<file path="src/logic/fetch_settings.svh">
`ifndef FETCH_SETTINGS_SVH
`define FETCH_SETTINGS_SVH

// Instruction and address width
`define XLEN 32

// Instruction buffer entries as a power of two
`define IBUF_DEPTH 16

// RISC-V major opcodes seen by the predecoder
`define OPC_BRANCH 7'b1100011
`define OPC_JAL 7'b1101111

`endif

</file>
<file path="src/logic/frontend_pkg.sv">
`default_nettype none

`include "fetch_settings.svh"

package frontend_pkg;

    // Index width into the instruction buffer
    localparam int IBUF_PTR_W = $clog2(`IBUF_DEPTH);

    // One fetched instruction word
    typedef logic [`XLEN-1:0] inst_t;

    // Program counter or predicted branch target
    typedef logic [`XLEN-1:0] addr_t;

    // Buffer head and tail pointers
    typedef logic [IBUF_PTR_W-1:0] ibuf_ptr_t;

    // Occupancy is one bit wider so a full buffer fits
    typedef logic [IBUF_PTR_W:0] ibuf_cnt_t;

endpackage

`default_nettype wire

</file>
<file path="src/logic/branch_predecode.sv">
`timescale 1ns/1ns
`default_nettype none

`include "fetch_settings.svh"

module branch_predecode (
    input  frontend_pkg::addr_t pc_i,
    input  frontend_pkg::inst_t inst_i,
    output logic                is_branch_o,
    output logic                taken_o,
    output frontend_pkg::addr_t target_o
);
    import frontend_pkg::*;

    logic [6:0]  opcode;
    logic        is_cond;
    logic        is_jal;
    logic [12:0] imm_b;
    logic [20:0] imm_j;
    addr_t       offset;

    assign opcode  = inst_i[6:0];
    assign is_cond = (opcode == `OPC_BRANCH);
    assign is_jal  = (opcode == `OPC_JAL);

    // B-type immediate with bit 0 always zero
    assign imm_b = {inst_i[31], inst_i[7], inst_i[30:25], inst_i[11:8], 1'b0};

    // J-type immediate
    assign imm_j = {inst_i[31], inst_i[19:12], inst_i[20], inst_i[30:21], 1'b0};

    always_comb begin
        if (is_jal) begin
            offset = {{(`XLEN-21){imm_j[20]}}, imm_j};
        end else begin
            offset = {{(`XLEN-13){imm_b[12]}}, imm_b};
        end
    end

    assign is_branch_o = is_cond || is_jal;

    // Jumps always taken and conditional branches only when backward
    assign taken_o = is_jal || (is_cond && imm_b[12]);

    always_comb begin
        if (is_branch_o) begin
            target_o = pc_i + offset;
        end else begin
            target_o = '0;
        end
    end

endmodule

`default_nettype wire

</file>
<file path="src/logic/inst_buffer.sv">
`timescale 1ns/1ns
`default_nettype none

`include "fetch_settings.svh"

module inst_buffer #(
    parameter int DEPTH = `IBUF_DEPTH
) (
    input  logic                clk,
    input  logic                rst_n_i,
    input  logic                flush_i,

    input  logic                enq_valid_i,
    input  frontend_pkg::addr_t enq_pc_i,
    input  frontend_pkg::inst_t enq_inst_i,
    input  logic                enq_is_branch_i,
    input  logic                enq_taken_i,
    input  frontend_pkg::addr_t enq_target_i,
    output logic                enq_ready_o,

    input  logic                issue1_en_i,
    input  logic                issue2_en_i,

    output logic                slot0_valid_o,
    output frontend_pkg::addr_t slot0_pc_o,
    output frontend_pkg::inst_t slot0_inst_o,
    output logic                slot0_taken_o,
    output frontend_pkg::addr_t slot0_target_o,

    output logic                slot1_valid_o,
    output frontend_pkg::addr_t slot1_pc_o,
    output frontend_pkg::inst_t slot1_inst_o,
    output logic                slot1_taken_o,
    output frontend_pkg::addr_t slot1_target_o
);
    import frontend_pkg::*;

    localparam ibuf_cnt_t FULL_CNT = ibuf_cnt_t'(DEPTH);

    // Entry storage
    addr_t pc_mem     [DEPTH];
    inst_t inst_mem   [DEPTH];
    logic  br_mem     [DEPTH];
    logic  taken_mem  [DEPTH];
    addr_t target_mem [DEPTH];

    ibuf_ptr_t head_q;
    ibuf_ptr_t tail_q;
    ibuf_ptr_t head_nxt;
    ibuf_cnt_t count_q;
    logic      shadow_q;

    logic       accept;
    logic       do_write;
    logic [1:0] n_req;
    logic [1:0] n_deq;

    function automatic ibuf_ptr_t ptr_add(input ibuf_ptr_t p, input logic [1:0] n);
        ptr_add = (p + ibuf_ptr_t'(n)) & ibuf_ptr_t'(DEPTH - 1);
    endfunction

    assign enq_ready_o = (count_q != FULL_CNT);
    assign accept      = enq_valid_i && enq_ready_o && !flush_i;

    // Entry right after a predicted-taken branch is wrong path
    assign do_write = accept && !shadow_q;

    assign n_req    = {1'b0, issue1_en_i} + {1'b0, issue2_en_i};
    assign head_nxt = ptr_add(head_q, 2'd1);

    // Only entries present at the start of the cycle can leave
    always_comb begin
        if (count_q < ibuf_cnt_t'(n_req)) begin
            n_deq = count_q[1:0];
        end else begin
            n_deq = n_req;
        end
    end

    always_ff @(posedge clk) begin
        if (!rst_n_i || flush_i) begin
            head_q   <= '0;
            tail_q   <= '0;
            count_q  <= '0;
            shadow_q <= 1'b0;
        end else begin
            if (do_write) begin
                tail_q <= ptr_add(tail_q, 2'd1);
            end
            // A dropped entry never re-arms the shadow
            if (accept) begin
                shadow_q <= !shadow_q && enq_taken_i;
            end
            head_q  <= ptr_add(head_q, n_deq);
            count_q <= count_q + ibuf_cnt_t'(do_write) - ibuf_cnt_t'(n_deq);
        end
    end

    always_ff @(posedge clk) begin
        if (do_write) begin
            pc_mem[tail_q]     <= enq_pc_i;
            inst_mem[tail_q]   <= enq_inst_i;
            br_mem[tail_q]     <= enq_is_branch_i;
            taken_mem[tail_q]  <= enq_taken_i;
            target_mem[tail_q] <= enq_target_i;
        end
    end

    // Slots are shown for one cycle only
    always_ff @(posedge clk) begin
        if (!rst_n_i || flush_i) begin
            slot0_valid_o <= 1'b0;
            slot1_valid_o <= 1'b0;
        end else begin
            slot0_valid_o <= (n_deq != 2'd0);
            slot1_valid_o <= (n_deq == 2'd2);
        end
    end

    always_ff @(posedge clk) begin
        if (n_deq != 2'd0) begin
            slot0_pc_o     <= pc_mem[head_q];
            slot0_inst_o   <= inst_mem[head_q];
            slot0_taken_o  <= br_mem[head_q] && taken_mem[head_q];
            slot0_target_o <= target_mem[head_q];
        end
        if (n_deq == 2'd2) begin
            slot1_pc_o     <= pc_mem[head_nxt];
            slot1_inst_o   <= inst_mem[head_nxt];
            slot1_taken_o  <= br_mem[head_nxt] && taken_mem[head_nxt];
            slot1_target_o <= target_mem[head_nxt];
        end
    end

endmodule

`default_nettype wire

</file>
<file path="src/logic/dual_issue_fetch.sv">
`timescale 1ns/1ns
`default_nettype none

`include "fetch_settings.svh"

module dual_issue_fetch (
    input  logic                clk,
    input  logic                rst_n_i,
    input  logic                flush_i,

    input  logic                fetch_valid_i,
    input  frontend_pkg::addr_t fetch_pc_i,
    input  frontend_pkg::inst_t fetch_inst_i,
    output logic                fetch_ready_o,

    input  logic                issue1_en_i,
    input  logic                issue2_en_i,

    output logic                slot0_valid_o,
    output frontend_pkg::addr_t slot0_pc_o,
    output frontend_pkg::inst_t slot0_inst_o,
    output logic                slot0_taken_o,
    output frontend_pkg::addr_t slot0_target_o,

    output logic                slot1_valid_o,
    output frontend_pkg::addr_t slot1_pc_o,
    output frontend_pkg::inst_t slot1_inst_o,
    output logic                slot1_taken_o,
    output frontend_pkg::addr_t slot1_target_o
);
    import frontend_pkg::*;

    // Predecode results for the instruction on offer
    logic  pd_is_branch;
    logic  pd_taken;
    addr_t pd_target;

    branch_predecode u_predecode (
        .pc_i        (fetch_pc_i),
        .inst_i      (fetch_inst_i),
        .is_branch_o (pd_is_branch),
        .taken_o     (pd_taken),
        .target_o    (pd_target)
    );

    inst_buffer #(
        .DEPTH (`IBUF_DEPTH)
    ) u_ibuf (
        .clk             (clk),
        .rst_n_i         (rst_n_i),
        .flush_i         (flush_i),
        .enq_valid_i     (fetch_valid_i),
        .enq_pc_i        (fetch_pc_i),
        .enq_inst_i      (fetch_inst_i),
        .enq_is_branch_i (pd_is_branch),
        .enq_taken_i     (pd_taken),
        .enq_target_i    (pd_target),
        .enq_ready_o     (fetch_ready_o),
        .issue1_en_i     (issue1_en_i),
        .issue2_en_i     (issue2_en_i),
        .slot0_valid_o   (slot0_valid_o),
        .slot0_pc_o      (slot0_pc_o),
        .slot0_inst_o    (slot0_inst_o),
        .slot0_taken_o   (slot0_taken_o),
        .slot0_target_o  (slot0_target_o),
        .slot1_valid_o   (slot1_valid_o),
        .slot1_pc_o      (slot1_pc_o),
        .slot1_inst_o    (slot1_inst_o),
        .slot1_taken_o   (slot1_taken_o),
        .slot1_target_o  (slot1_target_o)
    );

endmodule

`default_nettype wire

</file>
<file path="config.mk">
export PLATFORM = sky130hd
export DESIGN_NAME = dual_issue_fetch
export DESIGN_NICKNAME = d
export VERILOG_FILES = /design/src/logic/frontend_pkg.sv /design/src/logic/branch_predecode.sv /design/src/logic/inst_buffer.sv /design/src/logic/dual_issue_fetch.sv
export VERILOG_INCLUDE_DIRS = /design/src /design/src/logic
export SDC_FILE = /design/constraint.sdc
export NUM_CORES = 2
export LEC_CHECK = 0
export ABC_AREA = 1
export BUFFER_PORTS_ARGS = -buffer_cell sky130_fd_sc_hd__buf_2
export CAP_MARGIN = 40
export CORE_MARGIN = 1
export CORE_UTILIZATION = 50
export DETAILED_ROUTE_END_ITERATION = 16
export HOLD_SLACK_MARGIN = 0.1
export PLACE_DENSITY = 0.68
export SETUP_SLACK_MARGIN = 0.3
export SLEW_MARGIN = 20
export SYNTH_ARGS = -nofsm -noshare
export SYNTH_HDL_FRONTEND = slang
export SYNTH_HIERARCHICAL = 1
export SYNTH_SLANG_ARGS = --single-unit
</file>
<file path="constraint.sdc">
create_clock -name clk -period 18.3 [get_ports clk]
set_input_delay 3.66 -clock clk [delete_from_list [all_inputs] [get_ports clk]]
set_output_delay 3.66 -clock clk [all_outputs]
set_load 0.1 [all_outputs]
</file>
-- Word-level counts from Yosys, hierarchy flattened
Memory sizes are Yosys's and may differ from the RTL's. A register that Yosys moved wholly into a read port is not among the register bits.
Cells that the tools add are included.
- $add $sub $neg: 7
- $lt $le $gt $ge: 1
- equality and inequality tests: 4
- mux-type cells: 7
- reductions and logical operators: 14
- operators by type and width (cell ; count):
    $add A32 B32 Y32 ; 1
    $mux W32 ; 1
    $mux W20 ; 1
    $eq A7 B7 Y1 const B ; 2
    $add A4 B1 Y4 const B ; 2
    $mux W4 ; 2
    $logic_and A1 B1 Y1 ; 7
    $add A5 B1 Y5 ; 1
    $lt A5 B2 Y1 ; 1
    $ne A5 B5 Y1 const B ; 1
    $sub A5 B2 Y5 ; 1
    $add A4 B2 Y4 ; 1
    $logic_not A1 Y1 ; 3
    $logic_or A1 B1 Y1 ; 3
    $add A1 B1 Y2 ; 1
    $eq A2 B2 Y1 const B ; 1
    $mux W1 ; 2
    $mux W2 ; 1
    $reduce_bool A2 Y1 ; 1
- bits in registers: 18
- RAM bits: 1568
- input bits: 70
- logic and storage cells: 46
- memories kept: 5
- memories (memory ; depth ; bits a word ; read ports ; clocked after Yosys merged registers in ; wr ports ; line ; RTL):
    u_ibuf.inst_mem ; 16 ; 32 ; 2 ; 2 ; 1 ; inst_buffer.sv:42 ; inst_t inst_mem [DEPTH];
    u_ibuf.pc_mem ; 16 ; 32 ; 2 ; 2 ; 1 ; inst_buffer.sv:41 ; addr_t pc_mem [DEPTH];
    u_ibuf.target_mem ; 16 ; 32 ; 2 ; 2 ; 1 ; inst_buffer.sv:45 ; addr_t target_mem [DEPTH];
    u_ibuf.br_mem ; 16 ; 1 ; 2 ; 1 ; 1 ; inst_buffer.sv:43 ; logic br_mem [DEPTH];
    u_ibuf.taken_mem ; 16 ; 1 ; 2 ; 1 ; 1 ; inst_buffer.sv:44 ; logic taken_mem [DEPTH];

-- Longest topological paths before layout
- depth in word-level cells: 6
- mapped depth: 21
- depth with buffers taken out: 20

-- Hierarchy
Netlist, hierarchy kept.
- by module, submodules not included (module ; times used ; cells each ; area each (sq um) ; seq. area each (sq um)):
    inst_buffer ; 1 ; 8313 ; 83649.0 ; 53231.1
    branch_predecode ; 1 ; 557 ; 2651.3 ; 0.0

-- Least setup slack after synthesis
No wires, ideal clock.
- path type: input to register
- from: in issue1_en_i
- to: reg u_ibuf.slot1_inst_o[0], read port of u_ibuf.inst_mem, enable pin
- setup time: 0.554 ns
- arrival time: 8.663 ns
- required time: 17.746 ns
- path slack: 9.083 ns
- stages on the path: 8
- path buffers: 0
- path through: ha_1 inv_1 ha_1 nor3_1 nand2_1 nand2_1 o21ai_1 nor2_1
- word-level cells in the longest chain between the ends: 4
- RTL lines (element ; line ; RTL):
    start: declaration ; dual_issue_fetch.sv:16 ; input logic issue1_en_i,
    $add A1 B1 Y2 * ; inst_buffer.sv:68 ; assign n_req = {1'b0, issue1_en_i} + {1'b0, issue2_en_i};
    $lt A5 B2 Y1 ; inst_buffer.sv:73 ; if (count_q < ibuf_cnt_t'(n_req)) begin
    $mux W2 * ; inst_buffer.sv:73 ;
    $eq A2 B2 Y1 * ; inst_buffer.sv:127 ; if (n_deq == 2'd2) begin
    end: declaration ; inst_buffer.sv:32 ; output frontend_pkg::inst_t slot1_inst_o,
Mark *: on every way between the ends. The rest lies on a longest branch, timed or not.
A chain may end at the register's enable or synchronous reset.

-- Final worst setup path
- from: in fetch_inst_i[5]
- to: mem u_ibuf/target_mem[12][29] (netlist name), data pin
- word-level cells in the longest chain between the ends: 4
- elaborated cells on any way between the ends: 6
- RTL lines (element ; line ; RTL):
    start: declaration ; dual_issue_fetch.sv:13 ; input frontend_pkg::inst_t fetch_inst_i,
    $eq A7 B7 Y1 (no source line) ; n/a ;
    $mux W20 ; branch_predecode.sv:33 ; if (is_jal) begin
    $add A32 B32 Y32 ; branch_predecode.sv:47 ; target_o = pc_i + offset;
    $mux W32 * ; branch_predecode.sv:46 ; if (is_branch_o) begin
    named net pd_target[29] ; dual_issue_fetch.sv:36 ; addr_t pd_target;
    end: declaration ; inst_buffer.sv:45 ;
The timed path passes the listed nets; every way through them passes the cells marked *.

==> impl_results.md <==
* Syn Area/Cell at 9.73 um2
* # fillers at 14.2k
* CP top delay family: simple AND/OR/NAND/NOR gates
* Layout cells sized above 1 at 0.0828
* Comb pwr share at 0.373
* RSZ-0062 raised after global routing: false
* Cell count after synthesis at 8870
* Worst Setup End Kind: flip-flop
* Router iterations before antenna repair at 9
* Num CTS Buffers at 185
* Die ar. at 174000 um2
* First-pass GRT wire length at 407000 um
* Routed Wire Length at 277000 um
* Largest net degree at the start of global routing at 282
* Final Total Pwr at 13.9 mW
* Int Power at 8.04 mW
* Worst VDD drop at 213 uV
* Antenna Nets Post-Route at 0
* Via density at 6.09
* DP HPWL at 158000 um
* Post-CTS setup buffer count at 0
* Reg area at 53200 um2
* Final nets at 9028
* Post-synthesis sequential area ratio at 0.617
* Port bufs at 266
* Die Height at 417 um
* Ys async rst share at 0
* Power share of the clock group at 0.268
* Hold_buf cts at 0
* Post-Route Setup TNS at 0 ns
* Setup crit start kind: input pin
* Reg power frac at 0.358
* CP bufs+invs at 6
* Syn Std Cell Area at 86300 um2
* Net Count, Synth at 8992
* H-tree depth at 4
* CTS sink cnt at 1778
* Final period utilization at 0.386
* Area grow syn2layout at 12.1%
* Root buffer cell: clkbuf_16
* Pre-CTS setup slack at 10.45 ns
* Initial antenna violation count at 17
* Worst EP required at 18.96 ns
* Path type of the worst setup path: in -> reg
* Cell Pwr Density at 144 nW/um2
* P_leak at 37.0 nW
* Seq cells post-synth at 1778
* Initial DRC Count at 9511
* CTS Buffer Depth at 3
* Hold Crit Class: reg -> reg
* Commonest cells after routing, fill and taps aside: nand2_1 (1915), edfxtp_1 (1762), inv_1 (1156)
* Vias in the first global route at 66.8k
* Worst-Skew Late Latency at 0.88 ns
* Synth warn at 6
* CTS tree: built
* Worst-Margin Slew at 1.47 ns
* Max Slew Vio Count at 0
* Net Sw Frac at 0.421
* GP Congestion at 0.887
* Number of vias in the routed layout at 69.4k
* Psw at 5.85 mW
* Max incr delay on CP at 0.60 ns
* Slowest library cell on the worst path: nor4_4
* Total GRT Usage at 0.310
* Rel. slew slack at 0.0184
* Fmax at 0.142 GHz
* Worst Path Max Fanout at 17
* Layout Skew at 0.0586 ns
* Status: complete, no violations
* Synth Flop Type: edfxtp_1
* Worst Slack Setup Final at 11.24 ns
* Commonest non-fill, non-tap cell in the layout: nand2_1
* Post-cts sizing count at 0
* CP Data Arrival Time at 7.72 ns
* Final hold viol count at 0
* Crit-path cells: buf_2, inv_1, nor2_2, nand2_1, nor4_4, inv_4, o21ai_0, inv_1, fa_1, inv_1, nand3_1, nand3_1, nand3_1, nand3_1, nand2_1, nand3_1, nand2_1, nor2_1, buf_4
* Die X at 417 um
* CORE AREA at 172000 um2
* WL/cell at 24.3 um
* Cell mode on critical path: nand3_1
* Tmin final at 7.06 ns
* Number of max-cap violations at 0
* Endpoints failing setup at 0
* Total gr overflow at 0
* Worst-path clk slew at 0.06 ns
* DRC viols at 0
* Synth cell types at 39
* Initial Util at 0.503
* Multi-input logic area at 26300 um2
* IO Pins at 267
* EDFF count, synth at 1762
* Row count at 152
-- sequential cells by signal (all words and copies together), names as in the netlist, 4 cells and up --
register / cells
u_ibuf/slot0_target_o: 32
u_ibuf/slot0_pc_o: 32
u_ibuf/taken_mem: 16
u_ibuf/inst_mem: 512
u_ibuf/slot1_target_o: 32
u_ibuf/slot1_inst_o: 32
u_ibuf/head_q: 4
u_ibuf/slot0_inst_o: 32
u_ibuf/tail_q: 4
u_ibuf/count_q: 5
u_ibuf/target_mem: 512
u_ibuf/pc_mem: 512
u_ibuf/slot1_pc_o: 32
u_ibuf/br_mem: 16
-- synth_stat cells, types with 5 or more instances --
cell type | instances | share of area
nand2_1 | 1916 | 0.083
o21ai_0 | 573 | 0.033
edfxtp_1 | 1762 | 0.61
nand3_1 | 924 | 0.054
buf_4 | 11 | 0.00096
nand4_1 | 186 | 0.013
clkbuf_1 | 281 | 0.012
ha_1 | 49 | 0.0071
and2_1 | 5 | 0.00036
xnor2_1 | 6 | 0.00061
nor2_1 | 400 | 0.017
buf_1 | 78 | 0.0034
inv_2 | 7 | 0.00030
a21oi_1 | 609 | 0.035
dfxtp_1 | 16 | 0.0037
inv_1 | 1156 | 0.050
buf_2 | 229 | 0.013
o211ai_1 | 617 | 0.054
nor3_1 | 6 | 0.00035
o21ai_1 | 9 | 0.00052
-- power groups by stage --
stage          clock network (mW)  logic (mW)  registers (mW)
6_report                     3.73        5.18            4.98
5_1_grt                      3.91        5.44            5.00
4_1_cts                      3.76        5.10            4.98
3_5_place_dp                    0        5.08            5.06
3_3_place_gp                    0        4.89            5.06
2_1_floorplan                   0        2.10            6.69
-- final timing paths --
| path | startpoint | end | slack, ns | depth (start not counted) |
|---|---|---|---|---|
| max | fetch_inst_i[5] | u_ibuf/target_mem[12][29] | 11.24 | 19 |
| min | u_ibuf/tail_q[3] | u_ibuf/tail_q[3] | 0.52 | 2 |
| max reg2reg | u_ibuf/count_q[2] | u_ibuf/target_mem[3][30] | 13.61 | 9 |
| min reg2reg | u_ibuf/tail_q[3] | u_ibuf/tail_q[3] | 0.52 | 2 |
-- cells by family after synthesis --
family | Yosys count | synth area share
buffers and inverters | 1769 | 0.0811
adders and majority gates | 52 | 0.00780
and+or+nand+nor | 3444 | 0.169
AOI/OAI and AO/OA | 1816 | 0.123
xor gates and xnor gates | 11 | 0.00138
DFF | 1778 | 0.617
-- layout make-up --
type | instances | area share
clock buffers | 220 | 0.0495
clock inverters | 121 | 0.0125
diodes | 12 | 0.000310
repair buffers | 451 | 0.0398
inverters | 1167 | 0.0458
multi-input cells | 5323 | 0.272
well taps | 2310 | 0.0299
flip-flops and latches | 1778 | 0.550
-- metrics by stage --
step           hold slack, ns  cells  cell area, um2  utilization
2_1_floorplan           0.452   8870           86300            -
3_3_place_gp            0.500  10952           89100        0.519
3_5_place_dp            0.507  11022           90500        0.528
4_1_cts                 0.517  11363           96500        0.563
5_1_grt                 0.552  11377           96700        0.564
6_report                0.518  11382           96700        0.564
-- worst reg2reg max path: cells and delay by family (launching register included) --
family / cells / cell delay (ns)
adders and majority gates: 1 / 0.21
buffers and inverters: 3 / 1.75
DFF: 1 / 0.37
and+or+nand+nor: 5 / 1.96
-- per-layer routing --
metal  global-route usage  vias to the layer above  wire, um
met4                0.161                        2     13900
met5                    0                        -        13
met2                0.499                     4527    129000
met1                0.407                    33078    105000
li1                     -                    30827         -
met3               0.0484                      922     29300
No activity file was read; power rests on OpenSTA's default activity.
